File: src/logic/fpss_pkg.sv
package fpss_pkg;

  // --------------------
  // Widths and sizes
  // --------------------
  localparam int unsigned XLEN       = 32;
  localparam int unsigned NUM_FPR    = 32;
  localparam int unsigned REG_ADDR_W = 5;
  localparam int unsigned ID_W       = 4;

  // --------------------
  // Encodings
  // --------------------
  localparam logic [6:0] OPCODE_OP_FP   = 7'b1010011;
  // fsgnj.s, fsgnjn.s and fsgnjx.s share funct7, split by funct3
  localparam logic [6:0] FUNCT7_FSGNJ   = 7'b0010000;
  localparam logic [6:0] FUNCT7_FMV_X_W = 7'b1110000;
  localparam logic [6:0] FUNCT7_FMV_W_X = 7'b1111000;

  // Decoded operation
  typedef enum logic [2:0] {
    OP_SGNJ,
    OP_SGNJN,
    OP_SGNJX,
    OP_MV_X_W,
    OP_MV_W_X
  } fp_op_e;

  // --------------------
  // Interface structs
  // --------------------
  typedef struct packed {
    logic [XLEN-1:0] instr;
    logic [XLEN-1:0] rs1_val;
    logic [ID_W-1:0] id;
  } issue_req_t;

  typedef struct packed {
    logic accept;
    logic writeback;
  } issue_resp_t;

  typedef struct packed {
    logic [XLEN-1:0]       data;
    logic [REG_ADDR_W-1:0] rd;
    logic [ID_W-1:0]       id;
  } result_t;

  // Internal structs
  typedef struct packed {
    fp_op_e                op;
    logic [REG_ADDR_W-1:0] rs1;
    logic [REG_ADDR_W-1:0] rs2;
    logic [REG_ADDR_W-1:0] rd;
    logic                  rd_is_fp;
    logic                  rs1_is_fp;
    logic                  rs2_used;
  } decoded_t;

  // Destination info carried alongside the data
  typedef struct packed {
    logic [REG_ADDR_W-1:0] rd;
    logic                  rd_is_fp;
    logic [ID_W-1:0]       id;
  } exec_tag_t;

endpackage
File: src/logic/fpss_top.sv
`timescale 1ns/1ps

module fpss_top (
  input  logic                  clk_i,
  input  logic                  rst_n_i,

  // Issue interface
  input  logic                  x_issue_valid_i,
  output logic                  x_issue_ready_o,
  input  fpss_pkg::issue_req_t  x_issue_req_i,
  output fpss_pkg::issue_resp_t x_issue_resp_o,

  // Result interface
  output logic                  x_result_valid_o,
  input  logic                  x_result_ready_i,
  output fpss_pkg::result_t     x_result_o
);

  fpss_pkg::decoded_t              dec;
  logic [fpss_pkg::XLEN-1:0]       rdata_a;
  logic [fpss_pkg::XLEN-1:0]       rdata_b;
  logic                            fpr_we;
  logic [fpss_pkg::REG_ADDR_W-1:0] fpr_waddr;
  logic [fpss_pkg::XLEN-1:0]       fpr_wdata;
  logic                            s1_en;
  logic                            s2_en;
  logic                            s2_valid;

  // --------------------
  // Decoder
  // --------------------
  fpss_decoder u_decoder (
    .instr_i (x_issue_req_i.instr),
    .dec_o   (dec),
    .resp_o  (x_issue_resp_o)
  );

  // --------------------
  // FP register file
  // --------------------
  fpss_regfile u_regfile (
    .clk_i     (clk_i),
    .rst_n_i   (rst_n_i),
    .raddr_a_i (dec.rs1),
    .raddr_b_i (dec.rs2),
    .we_i      (fpr_we),
    .waddr_i   (fpr_waddr),
    .wdata_i   (fpr_wdata),
    .rdata_a_o (rdata_a),
    .rdata_b_o (rdata_b)
  );

  // --------------------
  // Controller
  // --------------------
  fpss_controller u_controller (
    .clk_i          (clk_i),
    .rst_n_i        (rst_n_i),
    .issue_valid_i  (x_issue_valid_i),
    .accept_i       (x_issue_resp_o.accept),
    .dec_i          (dec),
    .result_ready_i (x_result_ready_i),
    .issue_ready_o  (x_issue_ready_o),
    .s1_en_o        (s1_en),
    .s2_en_o        (s2_en),
    .s2_valid_o     (s2_valid),
    .result_valid_o (x_result_valid_o)
  );

  // Execution pipeline, integer operand comes straight from the core
  fpss_exec u_exec (
    .clk_i       (clk_i),
    .rst_n_i     (rst_n_i),
    .s1_en_i     (s1_en),
    .s2_en_i     (s2_en),
    .s2_valid_i  (s2_valid),
    .dec_i       (dec),
    .id_i        (x_issue_req_i.id),
    .op_a_i      (rdata_a),
    .op_b_i      (rdata_b),
    .int_op_i    (x_issue_req_i.rs1_val),
    .fpr_we_o    (fpr_we),
    .fpr_waddr_o (fpr_waddr),
    .fpr_wdata_o (fpr_wdata),
    .result_o    (x_result_o)
  );

endmodule

File: src/logic/fpss_exec.sv
`timescale 1ns/1ps

module fpss_exec (
  input  logic                            clk_i,
  input  logic                            rst_n_i,
  input  logic                            s1_en_i,
  input  logic                            s2_en_i,
  input  logic                            s2_valid_i,
  input  fpss_pkg::decoded_t              dec_i,
  input  logic [fpss_pkg::ID_W-1:0]       id_i,
  input  logic [fpss_pkg::XLEN-1:0]       op_a_i,
  input  logic [fpss_pkg::XLEN-1:0]       op_b_i,
  input  logic [fpss_pkg::XLEN-1:0]       int_op_i,
  output logic                            fpr_we_o,
  output logic [fpss_pkg::REG_ADDR_W-1:0] fpr_waddr_o,
  output logic [fpss_pkg::XLEN-1:0]       fpr_wdata_o,
  output fpss_pkg::result_t               result_o
);

  fpss_pkg::fp_op_e          s1_op_q;
  logic [fpss_pkg::XLEN-1:0] s1_a_q;
  logic [fpss_pkg::XLEN-1:0] s1_b_q;
  logic [fpss_pkg::XLEN-1:0] s1_int_q;
  fpss_pkg::exec_tag_t       s1_tag_q;
  logic [fpss_pkg::XLEN-1:0] s1_res;
  fpss_pkg::fp_op_e          s2_op_q;
  logic [fpss_pkg::XLEN-1:0] s2_data_q;
  fpss_pkg::exec_tag_t       s2_tag_q;

  // Stage one
  always_ff @(posedge clk_i) begin
    if (s1_en_i) begin
      s1_op_q           <= dec_i.op;
      s1_a_q            <= op_a_i;
      s1_b_q            <= op_b_i;
      s1_int_q          <= int_op_i;
      s1_tag_q.rd       <= dec_i.rd;
      s1_tag_q.rd_is_fp <= dec_i.rd_is_fp;
      s1_tag_q.id       <= id_i;
    end
  end

  // Magnitude from rs1 with the sign picked per variant
  always_comb begin
    case (s1_op_q)
      fpss_pkg::OP_SGNJ:   s1_res = {s1_b_q[31], s1_a_q[30:0]};
      fpss_pkg::OP_SGNJN:  s1_res = {~s1_b_q[31], s1_a_q[30:0]};
      fpss_pkg::OP_SGNJX:  s1_res = {s1_a_q[31] ^ s1_b_q[31], s1_a_q[30:0]};
      fpss_pkg::OP_MV_X_W: s1_res = s1_a_q;
      default:             s1_res = s1_int_q;
    endcase
  end

  // Stage two holds while the core back-pressures
  always_ff @(posedge clk_i) begin
    if (s2_en_i) begin
      s2_op_q   <= s1_op_q;
      s2_data_q <= s1_res;
      s2_tag_q  <= s1_tag_q;
    end
  end

  assign fpr_we_o    = s2_valid_i && s2_tag_q.rd_is_fp;
  assign fpr_waddr_o = s2_tag_q.rd;
  assign fpr_wdata_o = s2_data_q;

  assign result_o.data = s2_data_q;
  assign result_o.rd   = s2_tag_q.rd;
  assign result_o.id   = s2_tag_q.id;

  // An fmv.x.w in stage two never reaches the FP register file
  a_one_sink: assert property (
    @(posedge clk_i) disable iff (!rst_n_i)
    !(fpr_we_o && (s2_op_q == fpss_pkg::OP_MV_X_W))
  );

endmodule

File: src/logic/fpss_controller.sv
`timescale 1ns/1ps

module fpss_controller (
  input  logic               clk_i,
  input  logic               rst_n_i,
  input  logic               issue_valid_i,
  input  logic               accept_i,
  input  fpss_pkg::decoded_t dec_i,
  input  logic               result_ready_i,
  output logic               issue_ready_o,
  output logic               s1_en_o,
  output logic               s2_en_o,
  output logic               s2_valid_o,
  output logic               result_valid_o
);

  logic                            s1_valid_q;
  logic                            s1_rd_fp_q;
  logic [fpss_pkg::REG_ADDR_W-1:0] s1_rd_q;
  logic                            s2_valid_q;
  logic                            s2_rd_fp_q;

  logic out_stall;
  logic raw_rs1;
  logic raw_rs2;
  logic hazard;
  logic issue_fire;

  // --------------------
  // Stall and enables
  // --------------------
  // Core not taking the result freezes both stages
  assign out_stall = result_valid_o && !result_ready_i;
  assign s1_en_o   = !out_stall;
  assign s2_en_o   = !out_stall;

  // RAW against stage one, its result is not in the register file yet
  assign raw_rs1 = dec_i.rs1_is_fp && (dec_i.rs1 == s1_rd_q);
  assign raw_rs2 = dec_i.rs2_used && (dec_i.rs2 == s1_rd_q);
  assign hazard  = s1_valid_q && s1_rd_fp_q && (raw_rs1 || raw_rs2);

  assign issue_ready_o = !out_stall && !hazard;
  assign issue_fire    = issue_valid_i && issue_ready_o && accept_i;

  // --------------------
  // Stage valids
  // --------------------
  always_ff @(posedge clk_i) begin
    if (!rst_n_i) begin
      s1_valid_q <= 1'b0;
      s1_rd_fp_q <= 1'b0;
      s2_valid_q <= 1'b0;
      s2_rd_fp_q <= 1'b0;
    end else begin
      if (s1_en_o) begin
        s1_valid_q <= issue_fire;
        s1_rd_fp_q <= dec_i.rd_is_fp;
      end
      if (s2_en_o) begin
        s2_valid_q <= s1_valid_q;
        s2_rd_fp_q <= s1_rd_fp_q;
      end
    end
  end

  // Pending destination, qualified by s1_valid_q
  always_ff @(posedge clk_i) begin
    if (s1_en_o) begin
      s1_rd_q <= dec_i.rd;
    end
  end

  assign s2_valid_o     = s2_valid_q;
  assign result_valid_o = s2_valid_q && !s2_rd_fp_q;

  a_result_hold: assert property (
    @(posedge clk_i) disable iff (!rst_n_i)
    result_valid_o && !result_ready_i |=> result_valid_o
  );

endmodule

File: src/logic/fpss_regfile.sv
`timescale 1ns/1ps

module fpss_regfile (
  input  logic                            clk_i,
  input  logic                            rst_n_i,
  input  logic [fpss_pkg::REG_ADDR_W-1:0] raddr_a_i,
  input  logic [fpss_pkg::REG_ADDR_W-1:0] raddr_b_i,
  input  logic                            we_i,
  input  logic [fpss_pkg::REG_ADDR_W-1:0] waddr_i,
  input  logic [fpss_pkg::XLEN-1:0]       wdata_i,
  output logic [fpss_pkg::XLEN-1:0]       rdata_a_o,
  output logic [fpss_pkg::XLEN-1:0]       rdata_b_o
);

  logic [fpss_pkg::XLEN-1:0] regs_q [fpss_pkg::NUM_FPR];

  always_ff @(posedge clk_i) begin
    if (!rst_n_i) begin
      for (int i = 0; i < fpss_pkg::NUM_FPR; i++) begin
        regs_q[i] <= '0;
      end
    end else if (we_i) begin
      regs_q[waddr_i] <= wdata_i;
    end
  end

  // Write-through so an issuing instruction sees the retiring write
  always_comb begin
    rdata_a_o = regs_q[raddr_a_i];
    rdata_b_o = regs_q[raddr_b_i];
    if (we_i && (waddr_i == raddr_a_i)) begin
      rdata_a_o = wdata_i;
    end
    if (we_i && (waddr_i == raddr_b_i)) begin
      rdata_b_o = wdata_i;
    end
  end

  a_waddr_known: assert property (
    @(posedge clk_i) disable iff (!rst_n_i)
    we_i |-> !$isunknown(waddr_i)
  );

endmodule

File: src/logic/fpss_decoder.sv
`timescale 1ns/1ps

module fpss_decoder (
  input  logic [fpss_pkg::XLEN-1:0] instr_i,
  output fpss_pkg::decoded_t        dec_o,
  output fpss_pkg::issue_resp_t     resp_o
);

  logic [6:0]                      opcode;
  logic [6:0]                      funct7;
  logic [2:0]                      funct3;
  logic [fpss_pkg::REG_ADDR_W-1:0] rs2_field;
  logic                            accept;

  assign opcode    = instr_i[6:0];
  assign funct3    = instr_i[14:12];
  assign rs2_field = instr_i[24:20];
  assign funct7    = instr_i[31:25];

  always_comb begin
    accept          = 1'b0;
    dec_o.op        = fpss_pkg::OP_SGNJ;
    dec_o.rs1       = instr_i[19:15];
    dec_o.rs2       = rs2_field;
    dec_o.rd        = instr_i[11:7];
    dec_o.rd_is_fp  = 1'b0;
    dec_o.rs1_is_fp = 1'b0;
    dec_o.rs2_used  = 1'b0;

    if (opcode == fpss_pkg::OPCODE_OP_FP) begin
      case (funct7)
        fpss_pkg::FUNCT7_FSGNJ: begin
          // Sign injection variant picked by funct3
          case (funct3)
            3'b000: begin
              accept   = 1'b1;
              dec_o.op = fpss_pkg::OP_SGNJ;
            end
            3'b001: begin
              accept   = 1'b1;
              dec_o.op = fpss_pkg::OP_SGNJN;
            end
            3'b010: begin
              accept   = 1'b1;
              dec_o.op = fpss_pkg::OP_SGNJX;
            end
            default: ;
          endcase
          dec_o.rd_is_fp  = accept;
          dec_o.rs1_is_fp = accept;
          dec_o.rs2_used  = accept;
        end
        fpss_pkg::FUNCT7_FMV_X_W: begin
          // FP source, integer destination
          if (funct3 == 3'b000 && rs2_field == '0) begin
            accept          = 1'b1;
            dec_o.op        = fpss_pkg::OP_MV_X_W;
            dec_o.rs1_is_fp = 1'b1;
          end
        end
        fpss_pkg::FUNCT7_FMV_W_X: begin
          // Integer operand from the core, FP destination
          if (funct3 == 3'b000 && rs2_field == '0) begin
            accept         = 1'b1;
            dec_o.op       = fpss_pkg::OP_MV_W_X;
            dec_o.rd_is_fp = 1'b1;
          end
        end
        default: ;
      endcase
    end
  end

  // Only fmv.x.w hands a value back to the integer side
  assign resp_o.accept    = accept;
  assign resp_o.writeback = accept && (dec_o.op == fpss_pkg::OP_MV_X_W);

endmodule

File: config.mk
export PLATFORM = sky130hd
export DESIGN_NAME = fpss_top
export DESIGN_NICKNAME = d
export VERILOG_FILES = /design/src/logic/fpss_pkg.sv /design/src/logic/fpss_top.sv /design/src/logic/fpss_exec.sv /design/src/logic/fpss_controller.sv /design/src/logic/fpss_regfile.sv /design/src/logic/fpss_decoder.sv
export SDC_FILE = /design/constraint.sdc
export NUM_CORES = 2
export LEC_CHECK = 0
export BUFFER_PORTS_ARGS = -buffer_cell sky130_fd_sc_hd__buf_2
export CORE_UTILIZATION = 48
export DETAILED_ROUTE_END_ITERATION = 6
export MAX_ROUTING_LAYER = met4
export SLEW_MARGIN = 20
export SYNTH_ARGS = -nofsm -noshare
export SYNTH_HDL_FRONTEND = slang
export SYNTH_SLANG_ARGS = --single-unit
File: constraint.sdc
create_clock -name clk_i -period 5.1 [get_ports clk_i]
set_input_delay 0.765 -clock clk_i [delete_from_list [all_inputs] [get_ports clk_i]]
set_output_delay 0.765 -clock clk_i [all_outputs]
set_load 0.05 [all_outputs]
# Word-level counts from Yosys, hierarchy flattened
# Memory sizes are Yosys's and may differ from the RTL's.
# Index checks and enable logic that the tools add are counted.
dict set report totals {
  regBits 155
  ramBits 1024
  out_inout_bits 45
  n_memories 1
}
dict set report op_classes {
  eq_ne 14
  muxes 23
  bitwise 2
  n_reduce_logical 25
}
# name depth word_bits read_ports rd_ports_with_merged_regs write_ports line_no
set memory_table {}
lappend memory_table {u_regfile.regs_q 32 32 2 0 32 fpss_regfile.sv:15} ;# logic [fpss_pkg::XLEN-1:0] regs_q [fpss_pkg::NUM_FPR];
# cell count
set ops {}
lappend ops {{$pmux W32 S4} 1}
lappend ops {{$mux W32} 3}
lappend ops {{$reduce_or A32 Y1} 1}
lappend ops {{$eq A7 B7 Y1 const B} 3}
lappend ops {{$eq A5 B5 Y1} 4}
lappend ops {{$logic_and A1 B1 Y1} 14}
lappend ops {{$eq A3 B2 Y1 const B} 4}
lappend ops {{$mux W1} 9}
lappend ops {{$mux W3} 3}
lappend ops {{$pmux W3 S3} 1}
lappend ops {{$eq A7 B5 Y1 const B} 1}
lappend ops {{$eq A3 B1 Y1 const B} 2}
lappend ops {{$logic_not A3 Y1} 2}
lappend ops {{$pmux W1 S2} 3}
lappend ops {{$logic_not A5 Y1} 1}
lappend ops {{$mux W5} 1}
lappend ops {{$logic_not A1 Y1} 4}
lappend ops {{$pmux W2 S2} 1}
lappend ops {{$reduce_or A3 Y1} 1}
lappend ops {{$mux W2} 1}
lappend ops {{$reduce_or A2 Y1} 1}
lappend ops {{$logic_or A1 B1 Y1} 1}
lappend ops {{$not A1 Y1} 1}
lappend ops {{$xor A1 B1 Y1} 1}

# Depth between registers and ports, before layout
dict set report depth {
  depth_word 12
  mapped_depth 9
  ltp_nobuf 6
}

# By module
# A second synthesis with hierarchy kept.
dict set report hier_totals {
  cells_unflattened 4385
  area_unflattened_um2 61481.5
}
# module n_inst cells_each area_per_inst_um2
set by_module_without_submodules {}
lappend by_module_without_submodules {fpss_regfile 1 4096 56277.7}
lappend by_module_without_submodules {fpss_exec 1 208 4426.7}
lappend by_module_without_submodules {fpss_controller 1 37 436.7}
lappend by_module_without_submodules {fpss_decoder 1 44 340.3}

# Worst setup path after synthesis
# OpenSTA, ideal clock, no wires.
dict set report synth_timing {
  path_kind {in2reg}
  from {input port rst_n_i}
  to {memory u_regfile.regs_q[21][0] in the netlist's numbering (enable)}
  setup_time_ns 0.466
  arrival_time_ns 3.924
  t_required_ns 4.634
  slack_ns 0.711
  cell_stages 6
  cell_sequence {buf_2 -> nand4_1 -> or2_2 -> clkbuf_1 -> buf_2 -> o21ai_0}
}
# item line_no
set synth_rtl {}
lappend synth_rtl {{start: declaration} fpss_top.sv:5} ;# input logic rst_n_i,
lappend synth_rtl {{end: declaration} fpss_regfile.sv:15}

# Worst setup path in the final report
dict set report layout_timing {
  from {input port x_issue_req_i[51] in the netlist's numbering}
  to {output port x_issue_ready_o}
}
dict set report layout_between {
  elab_chain_len 6
}
# item line_no
set layout_lines {}
lappend layout_lines {{start: declaration} fpss_top.sv:10} ;# input fpss_pkg::issue_req_t x_issue_req_i,
lappend layout_lines {{$eq A5 B5 Y1} fpss_controller.sv:38} ;# assign raw_rs1 = dec_i.rs1_is_fp && (dec_i.rs1 == s1_rd_q);
lappend layout_lines {{$logic_and A1 B1 Y1} fpss_controller.sv:38}
lappend layout_lines {{$logic_or A1 B1 Y1} fpss_controller.sv:40} ;# assign hazard = s1_valid_q && s1_rd_fp_q && (raw_rs1 || raw_rs2);
lappend layout_lines {{$logic_and A1 B1 Y1} fpss_controller.sv:40}
lappend layout_lines {{$logic_not A1 Y1} fpss_controller.sv:42} ;# assign issue_ready_o = !out_stall && !hazard;
lappend layout_lines {{$logic_and A1 B1 Y1} fpss_controller.sv:42}
lappend layout_lines {{end: declaration} fpss_top.sv:9} ;# output logic x_issue_ready_o,
# Every way passes these cells.

==> impl_metrics.toml <==
[power_and_ir_drop]
power.density_cell_area_nw_per_um2 = 376
power_leakage_uw = 0.0208
irDropWorstVdd_mv = 0.289

[routing]
count_of_vias_placed_by_the_detailed_router = 28400
detail_route.vias_per_cell = 6.00
avgRoutedWirePerCell_microns = 29.9
route.antenna.remaining_nets = 0
drt_total_wl_mm = 141
dr.pass1.iters = 7
drt_drc_violations_left = 20
detail_route.iter0.violations = 3556

[yosys]
synth_seq_cells = 1148
sequential_cell_area_fraction_in_the_yosys_report_pct = 67.4
syn-cell-area_sq_um = 51100
yosys_warnings = 0
synthFlopType = "sky130_fd_sc_hd__edfxtp_1"
synth-edff-count = 1144
synth_cell_types = 49
syn_inst = 3184
postSynthNetCount = 3256
synth-async-reset-ratio_pct = 0
syn-mean-instance-area_sq_um = 16.0

[cts]
numCtsBuffers = 119
clock_tree.buffer_depth = 3
post_cts_hold_buffer_count = 0
tritoncts = "built"
clock_latency_ps = 720
cts-resized-gates = 0
cts_htree_levels = 3
clk_pin_slew_ps = 60
root_buffer = "sky130_fd_sc_hd__clkbuf_16"
tritoncts_num_sinks = 1148
cts.repair_timing.setup_buffer_count = 0

[placement]
placed_cells = 4500
placement.io_buffers = 116
place.detailed.hpwl_mm = 86.1
finalWeightedCongestion = 0.877

[setup_path]
cp_cell_sequence = "buf_8 -> xor2_1 -> nor3_1 -> a22oi_1 -> nor4b_1 -> a211oi_1 -> buf_2"
timing.critical_path.buf_inv = 2
critical_path_peak_fanout = 46
cp_data_arrival_time_ps = 2640
critical_path.top_delay_family = "buffers and inverters"
crit_slowest_cell = "sky130_fd_sc_hd__buf_8"
timing_worst_setup_path_type = "input pin to primary output"
kind_of_start_point_of_the_critical_path = "input pin"
crit_path_end_kind = "primary output"
cp_slowest_stage_delay_ps = 510
cp_data_required_time_ps = 4340

[global_routing]
grt_pass1_vias = 28600
grtUsageMet3_pct = 4.05
grt.busiest_layer = "met2"
grt_max_degree = 70
grt_use_met2_pct = 43.5
grt_antenna_before_repair = 18
global_route.usage.total_pct = 27.3
grt_overflow = 0
groute.layer.met1.usage_pct = 37.4
first_pass_grt_wire_length_mm = 203

[sta]
timing.clock.skew_ps = 29.6
fmax_mhz = 293
final_period_minus_worst_setup_slack_ps = 3410
tightest_slew_ps = 1140
report.final.slew_viol_count = 0
setup_viol = 0
fin_worst_hold_slack_ps = 228
final_hold_violation_count = 0
grt_setup_unrepaired = "false"
timing.setup.tns_ps = 0
final.period_utilization_pct = 66.8
max-slew-margin-rel_pct = 23.9

[finish]
layout.cells.most_common_list = "1,144 x sky130_fd_sc_hd__edfxtp_1, 1,025 x sky130_fd_sc_hd__and2_1, 250 x sky130_fd_sc_hd__mux4_2"
finish.net_count = 3310
leading_cell_type_in_the_layout_fill_and_taps_excluded = "sky130_fd_sc_hd__edfxtp_1"
fraction_of_layout_instances_using_a_drive_strength_above_1_pct = 23.5
area.growth.synth_to_final_pct = 12.9
fin_cells = 4736

[min_path]
holdCritPathClass = "input pin to flop"

[status]
status = "complete, but fails checks"
failing_checks = "design-rule violations"

[flow_run]
max_cap_viol_count = 0

[floorplanning]
floorplan.io_pins = 117
core_area_sq_um = 105000
num_rows = 119
die_footprint_sq_um = 108000
die_height_microns = 328
die_w_microns = 328
initial_utilization_pct = 48.4
-- Yosys cell counts (5+ instances only) --
master                     count  area [sq um]
sky130_fd_sc_hd__mux4_1       16           420
sky130_fd_sc_hd__o22ai_1     128           801
sky130_fd_sc_hd__nand2_1      46           173
sky130_fd_sc_hd__xor2_1       12           105
sky130_fd_sc_hd__buf_2        46           230
sky130_fd_sc_hd__mux2_2       32           360
sky130_fd_sc_hd__edfxtp_1   1144         34400
sky130_fd_sc_hd__mux4_2      250          5630
sky130_fd_sc_hd__o21ai_1      32           160
sky130_fd_sc_hd__and2_1     1025          6410
sky130_fd_sc_hd__nand3b_1      9          67.6
sky130_fd_sc_hd__inv_1         6          22.5
sky130_fd_sc_hd__buf_6        24           270
sky130_fd_sc_hd__buf_4        13          97.6
sky130_fd_sc_hd__nor2_1       42           158
sky130_fd_sc_hd__or4_1        32           240
sky130_fd_sc_hd__clkbuf_1    225           845
sky130_fd_sc_hd__o21ai_0      34           170
sky130_fd_sc_hd__xnor2_1       8          70.1
sky130_fd_sc_hd__nor3_1        5          25.0
-- state kept, by name, indices dropped and copies added, names as in the netlist, 3 cells and up --
name	flops
u_exec.s1_tag_q	10
u_exec.s1_int_q	32
u_exec.fpr_waddr_o	5
u_exec.s1_a_q	32
u_exec.s1_op_q	3
u_regfile.regs_q	1024
u_exec.result_o	4
u_exec.fpr_wdata_o	32
-- routing by layer --
metal  vias to the layer above  share of wire (%)
li1                      12000                  -
met1                     15000                 41
met2                      1223                 49
met3                       180                8.1
met4                         0                1.9
met5                         -                  0
-- through the flow --
stage | setup WS [ps] | utilization [%] | cell area (sq um) | power [uW]
global route | 1510 | 54.7 | 57600 | 22200
finish | 1690 | 54.7 | 57600 | 21700
global placement | 1260 | 50.6 | 53300 | 12800
floorplan | 711 | - | 51100 | 12100
detailed placement | 1300 | 50.7 | 53500 | 12900
CTS | 1680 | 54.5 | 57500 | 21700
-- cell type report --
| type | count | area (sq um) |
|---|---|---|
| Antenna cell | 5 | 12.5 |
| Clock buffer | 141 | 3120 |
| Clock inverter | 82 | 871 |
| Fill cell | 8394 | 47800 |
| Inverter | 6 | 27.5 |
| Multi-Input combinational cell | 1713 | 15600 |
| Sequential cell | 1148 | 34400 |
| Tap cell | 1391 | 1740 |
| Timing Repair Buffer | 250 | 1850 |
-- path summary, 6_finish.rpt --
| check | from | slack [ps] | end | cells past startpoint |
|---|---|---|---|---|
| max | x_issue_req_i[51] | 1690 | x_issue_ready_o | 7 |
| min | x_issue_req_i[21] | 230 | u_exec.s1_int_q[17] | 1 |
| max reg2reg | u_exec.fpr_waddr_o[1] | 1950 | u_regfile.regs_q[3][15] | 3 |
| min reg2reg | u_exec.s1_tag_q[3] | 420 | u_exec.result_o[3] | 0 |
-- worst register-to-register path: stages, from the launching register on --
cell                       delay, ps
sky130_fd_sc_hd__edfxtp_1        710
sky130_fd_sc_hd__nand2_1         730
sky130_fd_sc_hd__o21ai_4         960
sky130_fd_sc_hd__buf_4           440
-- power by group --
| part | internal [uW] | total [uW] | switching (uW) |
|---|---|---|---|
| clock | 5220 | 8920 | 3700 |
| combinational | 569 | 1710 | 1150 |
| sequential | 10800 | 11000 | 264 |
-- cell families (layout without fill, tap and decap cells) --
| kind of cell | Yosys count | after routing | share of synthesized area, % |
|---|---|---|---|
| simple gates | 1186 | 1186 | 14.2 |
| xor+xnor | 20 | 20 | 0.343 |
| mux | 300 | 300 | 12.6 |
| compound gates | 207 | 207 | 2.39 |
| flops | 1148 | 1148 | 67.4 |
| buf+inv | 323 | 479 | 2.99 |
| other cells | 0 | 5 | 0 |
No activity file was read; power rests on OpenSTA's default activity.
